--- config.mk ---
export PLATFORM = sky130hd
export DESIGN_NAME = lsu_top
export DESIGN_NICKNAME = d
export VERILOG_FILES = /design/src/source/lsu_pkg.sv /design/src/source/lsu_addr_stage.sv /design/src/source/lsu_data_ram.sv /design/src/source/lsu_load_align.sv /design/src/source/lsu_top.sv
export SDC_FILE = /design/constraint.sdc
export NUM_CORES = 2
export LEC_CHECK = 0
export ABC_AREA = 1
export BUFFER_PORTS_ARGS = -buffer_cell sky130_fd_sc_hd__clkbuf_2
export CELL_PAD_IN_SITES_DETAIL_PLACEMENT = 1
export CELL_PAD_IN_SITES_GLOBAL_PLACEMENT = 2
export CORE_MARGIN = 4
export CORE_UTILIZATION = 45
export CTS_BUF_LIST = sky130_fd_sc_hd__clkbuf_8
export CTS_CLUSTER_DIAMETER = 200
export DETAILED_ROUTE_END_ITERATION = 8
export PLACE_DENSITY_LB_ADDON = 0.1
export SLEW_MARGIN = 20
export SYNTH_ARGS = -nofsm -noshare
export SYNTH_HDL_FRONTEND = slang
export SYNTH_SLANG_ARGS = --single-unit
--- constraint.sdc ---
create_clock -name clk -period 5.2 [get_ports clk]
set_input_delay 0.52 -clock clk [delete_from_list [all_inputs] [get_ports clk]]
set_output_delay 0.52 -clock clk [all_outputs]
set_load 0.02 [all_outputs]
--- src/source/lsu_pkg.sv ---
package lsu_pkg;

    localparam int XLEN     = 32;
    localparam int BYTES    = 4;
    localparam int OFFSET_W = 2;
    localparam int REG_W    = 5;

    // value 3 is reserved
    typedef enum logic [1:0] {
        SIZE_BYTE = 2'd0,
        SIZE_HALF = 2'd1,
        SIZE_WORD = 2'd2
    } size_e;

    typedef enum logic [3:0] {
        EXC_NONE = 4'd0,
        EXC_LAM  = 4'd4,
        EXC_SAM  = 4'd6
    } exc_e;

    // wdata is right-aligned, as it comes from the register file
    typedef struct packed {
        logic             is_store;
        logic [XLEN-1:0]  base;
        logic [XLEN-1:0]  imm;
        size_e            size;
        logic             uext;
        logic [REG_W-1:0] rd;
        logic [XLEN-1:0]  wdata;
    } mem_req_t;

    typedef struct packed {
        logic             valid;
        logic             is_store;
        logic [XLEN-1:0]  addr;
        logic [BYTES-1:0] mask;
        logic             misalign;
        size_e            size;
        logic             uext;
        logic [REG_W-1:0] rd;
        logic [XLEN-1:0]  lane_data;
    } addr_stage_t;

    typedef union packed {
        logic [XLEN-1:0]       word;
        logic [BYTES-1:0][7:0] lanes;
    } mem_word_u;

    typedef struct packed {
        logic                valid;
        logic                is_store;
        logic [OFFSET_W-1:0] offset;
        size_e               size;
        logic                uext;
        logic [REG_W-1:0]    rd;
        logic                misalign;
        mem_word_u           rdata;
    } ram_stage_t;

    typedef struct packed {
        logic             valid;
        logic             is_store;
        logic [REG_W-1:0] rd;
        logic [XLEN-1:0]  data;
        exc_e             exc;
    } wb_t;

endpackage

--- src/source/lsu_addr_stage.sv ---
`timescale 1ns/1ps

module lsu_addr_stage (
    input  logic                   clk,
    input  logic                   rst_n_i,
    input  logic                   req_valid_i,
    input  lsu_pkg::mem_req_t      req_i,
    output lsu_pkg::addr_stage_t   stage_o
);

    logic [lsu_pkg::XLEN-1:0]     addr;
    logic [lsu_pkg::OFFSET_W-1:0] offset;
    logic [lsu_pkg::BYTES-1:0]    mask;
    logic                         misalign;
    logic [lsu_pkg::XLEN-1:0]     lane_data;

    logic                         valid_q;
    lsu_pkg::addr_stage_t         payload_d;
    lsu_pkg::addr_stage_t         payload_q;

    // effective address wraps modulo 2^32
    assign addr   = req_i.base + req_i.imm;
    assign offset = addr[lsu_pkg::OFFSET_W-1:0];

    always_comb begin
        case (req_i.size)
            lsu_pkg::SIZE_WORD: begin
                mask     = '1;
                misalign = |offset;
            end
            lsu_pkg::SIZE_HALF: begin
                // top lane only at offset 3, the shift drops the rest
                mask     = lsu_pkg::BYTES'(2'b11) << offset;
                misalign = offset[0];
            end
            default: begin
                mask     = lsu_pkg::BYTES'(1'b1) << offset;
                misalign = 1'b0;
            end
        endcase
    end

    // move store data onto the lanes it will land in
    assign lane_data = req_i.wdata << {offset, 3'b000};

    always_comb begin
        payload_d.valid     = req_valid_i;
        payload_d.is_store  = req_i.is_store;
        payload_d.addr      = addr;
        payload_d.mask      = mask;
        payload_d.misalign  = misalign;
        payload_d.size      = req_i.size;
        payload_d.uext      = req_i.uext;
        payload_d.rd        = req_i.rd;
        payload_d.lane_data = lane_data;
    end

    always_ff @(posedge clk or negedge rst_n_i) begin
        if (!rst_n_i) begin
            valid_q <= 1'b0;
        end else begin
            valid_q <= req_valid_i;
        end
    end

    always_ff @(posedge clk) begin
        payload_q <= payload_d;
    end

    always_comb begin
        stage_o       = payload_q;
        stage_o.valid = valid_q;
    end

    // size 3 has no mask or alignment rule
    a_no_reserved_size: assert property (
        @(posedge clk) disable iff (!rst_n_i)
        req_valid_i |-> req_i.size != 2'd3
    );

endmodule

--- src/source/lsu_data_ram.sv ---
`timescale 1ns/1ps

module lsu_data_ram #(
    parameter int DEPTH_WORDS = 64
) (
    input  logic                   clk,
    input  logic                   rst_n_i,
    input  lsu_pkg::addr_stage_t   stage_i,
    output lsu_pkg::ram_stage_t    stage_o
);

    localparam int IDX_W = $clog2(DEPTH_WORDS);

    logic [lsu_pkg::BYTES-1:0][7:0] mem [DEPTH_WORDS];

    logic [IDX_W-1:0]    idx;
    logic                store_en;
    logic                valid_q;
    lsu_pkg::ram_stage_t payload_q;

    // upper address bits alias
    assign idx      = stage_i.addr[lsu_pkg::OFFSET_W +: IDX_W];
    assign store_en = stage_i.valid & stage_i.is_store & ~stage_i.misalign;

    always_ff @(posedge clk) begin
        for (int b = 0; b < lsu_pkg::BYTES; b++) begin
            if (store_en && stage_i.mask[b]) begin
                mem[idx][b] <= stage_i.lane_data[8*b +: 8];
            end
        end
    end

    always_ff @(posedge clk or negedge rst_n_i) begin
        if (!rst_n_i) begin
            valid_q <= 1'b0;
        end else begin
            valid_q <= stage_i.valid;
        end
    end

    // read returns the word as it was before this edge's write
    always_ff @(posedge clk) begin
        if (stage_i.valid) begin
            payload_q.valid       <= 1'b1;
            payload_q.is_store    <= stage_i.is_store;
            payload_q.offset      <= stage_i.addr[lsu_pkg::OFFSET_W-1:0];
            payload_q.size        <= stage_i.size;
            payload_q.uext        <= stage_i.uext;
            payload_q.rd          <= stage_i.rd;
            payload_q.misalign    <= stage_i.misalign;
            payload_q.rdata.word  <= mem[idx];
        end
    end

    always_comb begin
        stage_o       = payload_q;
        stage_o.valid = valid_q;
    end

    // misaligned store leaves its word untouched
    a_misalign_no_write: assert property (
        @(posedge clk) disable iff (!rst_n_i)
        (stage_i.valid && stage_i.is_store && stage_i.misalign)
            |=> mem[$past(idx)] === $past(mem[idx])
    );

endmodule

--- src/source/lsu_load_align.sv ---
`timescale 1ns/1ps

module lsu_load_align (
    input  logic                  clk,
    input  logic                  rst_n_i,
    input  lsu_pkg::ram_stage_t   stage_i,
    output lsu_pkg::wb_t          wb_o
);

    logic [lsu_pkg::OFFSET_W-1:0] idx1;
    logic [7:0]                   byte_data;
    logic [15:0]                  half_data;
    logic [lsu_pkg::XLEN-1:0]     load_data;
    logic [lsu_pkg::XLEN-1:0]     wb_data;
    lsu_pkg::exc_e                exc;

    logic                         valid_q;
    lsu_pkg::wb_t                 payload_q;

    // aligned halfwords never cross the word, so wrapping is harmless
    assign idx1      = stage_i.offset + 1'b1;
    assign byte_data = stage_i.rdata.lanes[stage_i.offset];
    assign half_data = {stage_i.rdata.lanes[idx1], byte_data};

    always_comb begin
        case (stage_i.size)
            lsu_pkg::SIZE_BYTE: begin
                load_data = {{(lsu_pkg::XLEN-8){~stage_i.uext & byte_data[7]}}, byte_data};
            end
            lsu_pkg::SIZE_HALF: begin
                load_data = {{(lsu_pkg::XLEN-16){~stage_i.uext & half_data[15]}}, half_data};
            end
            lsu_pkg::SIZE_WORD: begin
                load_data = stage_i.rdata.word;
            end
            default: begin
                load_data = '0;
            end
        endcase
    end

    always_comb begin
        if (!stage_i.misalign) begin
            exc = lsu_pkg::EXC_NONE;
        end else if (stage_i.is_store) begin
            exc = lsu_pkg::EXC_SAM;
        end else begin
            exc = lsu_pkg::EXC_LAM;
        end
    end

    // stores and faulting loads return zero
    assign wb_data = (stage_i.is_store || stage_i.misalign) ? '0 : load_data;

    always_ff @(posedge clk or negedge rst_n_i) begin
        if (!rst_n_i) begin
            valid_q <= 1'b0;
        end else begin
            valid_q <= stage_i.valid;
        end
    end

    always_ff @(posedge clk) begin
        payload_q.valid    <= stage_i.valid;
        payload_q.is_store <= stage_i.is_store;
        payload_q.rd       <= stage_i.rd;
        payload_q.data     <= wb_data;
        payload_q.exc      <= exc;
    end

    always_comb begin
        wb_o       = payload_q;
        wb_o.valid = valid_q;
    end

    a_exc_zero_data: assert property (
        @(posedge clk) disable iff (!rst_n_i)
        (wb_o.valid && wb_o.exc != lsu_pkg::EXC_NONE) |-> wb_o.data == '0
    );

endmodule

--- src/source/lsu_top.sv ---
`timescale 1ns/1ps

module lsu_top #(
    parameter int DEPTH_WORDS = 64
) (
    input  logic                clk,
    input  logic                rst_n_i,
    input  logic                req_valid_i,
    input  lsu_pkg::mem_req_t   req_i,
    output lsu_pkg::wb_t        wb_o
);

    lsu_pkg::addr_stage_t addr_stage;
    lsu_pkg::ram_stage_t  ram_stage;

    // address, byte mask and lane shift
    lsu_addr_stage u_addr_stage (
        .clk         (clk),
        .rst_n_i     (rst_n_i),
        .req_valid_i (req_valid_i),
        .req_i       (req_i),
        .stage_o     (addr_stage)
    );

    lsu_data_ram #(
        .DEPTH_WORDS (DEPTH_WORDS)
    ) u_data_ram (
        .clk     (clk),
        .rst_n_i (rst_n_i),
        .stage_i (addr_stage),
        .stage_o (ram_stage)
    );

    // byte select, extension and writeback
    lsu_load_align u_load_align (
        .clk     (clk),
        .rst_n_i (rst_n_i),
        .stage_i (ram_stage),
        .wb_o    (wb_o)
    );

endmodule

==> summary.md <==
| Metric | Value |
|---|---|
| Outcome | `finished clean` |
| Core ar. | `0.207 mm2` |
| Number of input and output port buffers inserted | `100` |
| Period utilization | `about three quarters` |
| Share of the synthesized area in the top cell type | `about two thirds` |
| First-pass iteration count of the detailed router | `5` |
| Count of final max-slew check failures | `0` |
| Measured slew at the worst slew-check pin | `approximately 1.1 ns` |
| Count of buffers added by post-CTS timing repair for setup | `0` |
| Fin nets | `~9700` |
| Pin count of the biggest net entering global routing | `200` |
| Post-synthesis average cell area | `10.2 um2` |
| Hpwl dp | `about 180000 um` |
| Number of instances in the synthesized netlist | `9257` |
| Unrepaired setup endpoints after global routing | `no` |
| Vias in the first global route | `67500` |
| Sort of element at the start of the critical path | `flip-flop` |
| All-layer global routing usage | `between 20 and 30%` |
| Dominant combinational cell family by area after synthesis | `simple AND/OR/NAND/NOR gates` |
| Share of layout cells above drive strength 1 | `8.55%` |
| Buffers plus inverters on the worst setup path | `2` |
| Mux share of post-synthesis cell area | `0%` |
| IR drop worst, VDD | `647 uV` |
| Number of enable-type register cells in the synthesized netlist | `between 2000 and 2500` |
| Total non-filler cell area in the finished layout | `0.105 mm2` |
| Worst-case clock buffer depth | `4` |
| Initial detailed-routing violation count | `5415` |
| Wirelength per Cell | `approximately 24 um` |
| RePlAce Congestion | `0.787` |
| Commonest cells after routing, fill and taps aside | `nand2_1 (2766), edfxtp_1 (2092), inv_1 (2034), nand3_1 (978), nor2_1 (437)` |
| Max-cap viol count | `0` |
| Global-route wire length before repair | `438000 um` |
| Maximum fanout along the worst path | `40` |
| Post-synthesis instance area | `between 0.09 and 0.1 mm2` |
| Final hold slack | `0.119 ns` |
| Critical path arrival | `4.54 ns` |
| Kind of end point of the critical path | `flip-flop` |
| Upper clock frequency limit | `258 MHz` |
| Post-synthesis xor/xnor area fraction | `0.0558%` |
| Top cell family by delay on the critical path | `simple AND/OR/NAND/NOR gates` |
| Normalized max-slew margin | `23.9%` |
| Ys flop type | `edfxtp_1` |
| Via count | `around 64000` |
| Data required time at the worst endpoint | `5.86 ns` |
| Post-route DRC violation count | `0` |
| Final Skew | `0.0583 ns` |
| Power density of the placed cells | `401 mW/mm2` |
| Area enclosed by the die boundary | `0.217 mm2` |
| Standby leakage power | `about 47 nW` |
| Final Hold Fails | `0` |
| Area Overhead vs Synth | `11.8%` |
| Worst hold path stage count | `5` |
| Proportion of synthesized flip-flops having asynchronous set or reset | `0.137%` |
| Total congestion overflow after global routing | `0` |
| TritonCTS clock tree | `built` |
| # fillers | `22800` |
| Clock-pin slew on the worst setup and hold paths | `0.06 ns` |
| Total stage count of the critical path | `5` |
| Clock insertion delay at the later pin of the skew report | `1.06 ns` |
| Critical-path cell list | `inv_1, nor3_2, buf_4, nand2_1, nor2_1` |
| Most common cell after layout, fill and taps aside | `nand2_1` |
| Yosys warnings | `0` |
| Path class of the lowest-slack min-delay path | `input port to flip-flop` |
| TritonCTS sink count | `~2200` |
| Wirelength, routed | `~300000 um` |
| Start-to-end type of the worst setup path | `flip-flop to flip-flop` |
| Post-synthesis register bit count | `roughly 2200` |
| Starting density of the core | `roughly 45%` |
| TritonCTS Buffers | `390` |
| Final critical-path required period | `3.88 ns` |
| Post-detailed-route count of antenna-violating nets | `0` |
| Number of cells on the worst reg-to-reg path | `5` |
| Placement Cell Area | `between 0.09 and 0.1 mm2` |
| Via density | `approximately 5.1` |
| Compound-Gate Fraction of Synth Area | `around 2.2%` |
| Leading area contributor after synthesis | `edfxtp_1` |
| Setup violations, final | `0` |
| Number of placement rows | `167` |
| Sequential cell area fraction in the yosys report | `68.8%` |
| Share of synthesized cell area in full adder, half adder and majority cells | `0.141%` |
| IO Count | `151` |
| Deepest level of the CTS H-tree | `5` |
| Library cell used as clock root buffer | `clkbuf_8` |
| Slowest Stage Delay on Critical Path | `1.09 ns` |
| Simple-Gate Fraction of Synth Area | `19.0%` |
| Number of antenna violations at the first check in global routing | `18` |
| Leading post-synthesis cells by cell area | `edfxtp_1 (67%), nand2_1 (11%), inv_1 (7.6%)` |
| Number of distinct standard cells referenced by the synthesized netlist | `36` |
| Critical-path cell with the highest stage delay | `nor2_1` |
| Die X | `465 um` |
| Setup tns final | `0 ns` |
| Die Y | `about 470 um` |
-- final cells by class --
type	instances	area, um2	area share [%]
diodes	12	30.0	0.0285
well taps	2788	3490	3.31
repair buffers	316	2550	2.42
multi-input cells	4734	20200	19.2
flip-flops and latches	2189	64800	61.6
clock inverters	246	1230	1.17
clock buffers	415	5710	5.43
inverters	1916	7210	6.85
-- where the power goes --
part           internal, mW  switching (mW)  leakage, nW
clock network          7.73            7.04         4.02
registers              20.2           0.358         18.1
logic                  1.49            5.40         24.5
-- worst reg2reg max path, cell delays in order, from the launching register on --
cell and delay, ns:
dfxtp_1 0.46, inv_1 0.18, nor3_2 0.17, buf_4 0.66
nand2_1 0.91, nor2_1 1.09
-- what timing repair did --
| action | 4_1_cts | 5_1_grt |
|---|---|---|
| endpoints found under the hold margin | 56 | 0 |
| hold buffers | 82 | 0 |
| gates resized for setup | 0 | 0 |
-- routing by layer --
| metal | track usage, % | up-vias | wire, um |
|---|---|---|---|
| met2 | 46.1 | 1717 | 145000 |
| met3 | 4.39 | 475 | 17400 |
| met5 | 0 | - | 0 |
| met1 | 36.3 | 32400 | 126000 |
| met4 | 10.4 | 0 | 11500 |
| li1 | - | 29900 | - |
-- synthesized netlist by cell type, drive strengths merged (9+ instances only) --
| library cell | instances |
|---|---|
| a21oi | 26 |
| nand2 | 2771 |
| buf | 325 |
| ha | 9 |
| o211ai | 47 |
| or2 | 125 |
| o21ai | 284 |
| a22oi | 15 |
| nand3 | 979 |
| nor2 | 449 |
| clkbuf | 94 |
| edfxtp | 2092 |
| dfxtp | 94 |
| inv | 1914 |
-- kinds of logic after synthesis --
logic type / count (synthesis)
AO/OA/AOI/OAI: 382
flip-flops: 2189
adder cells (fa/ha/maj): 10
XOR/XNOR: 6
other: 1
buffers and inverters: 2335
AND/OR/NAND/NOR: 4334
-- registers in the layout, indices dropped and copies added (netlist names) --
register	cells
u_addr_stage.stage_o	54
u_addr_stage.valid_q	1
u_data_ram.mem	2048
u_data_ram.stage_o	44
u_data_ram.valid_q	1
u_load_align.valid_q	1
u_load_align.wb_o	40
-- metrics by stage --
step                utilization [%]  power (mW)  cells  worst slack [ns]
detailed placement             47.0        27.8  11900              1.35
global route                   50.7        44.0  12600              1.31
finish                         50.7        42.2  12600              1.32
CTS                            50.7        42.6  12600              1.33
global placement               47.0        27.7  11900              1.49
floorplan                         -        24.6   9258              2.47
-- path summary, 6_finish.rpt --
check | startpoint | endpoint | slack (ns)
worst max-delay path | u_addr_stage.stage_o[51] | u_data_ram.mem[54][21] | 1.32
worst min-delay path | req_i[43] | u_addr_stage.stage_o[49] | 0.12
worst max register to register | u_addr_stage.stage_o[51] | u_data_ram.mem[54][21] | 1.32
worst min register to register | u_data_ram.stage_o[33] | u_load_align.wb_o[36] | 0.34
max in group asynchronous | rst_n_i | u_addr_stage.valid_q | 4.67
min in group asynchronous | rst_n_i | u_load_align.valid_q | 0.37
Power figures use the tool's default switching activity.
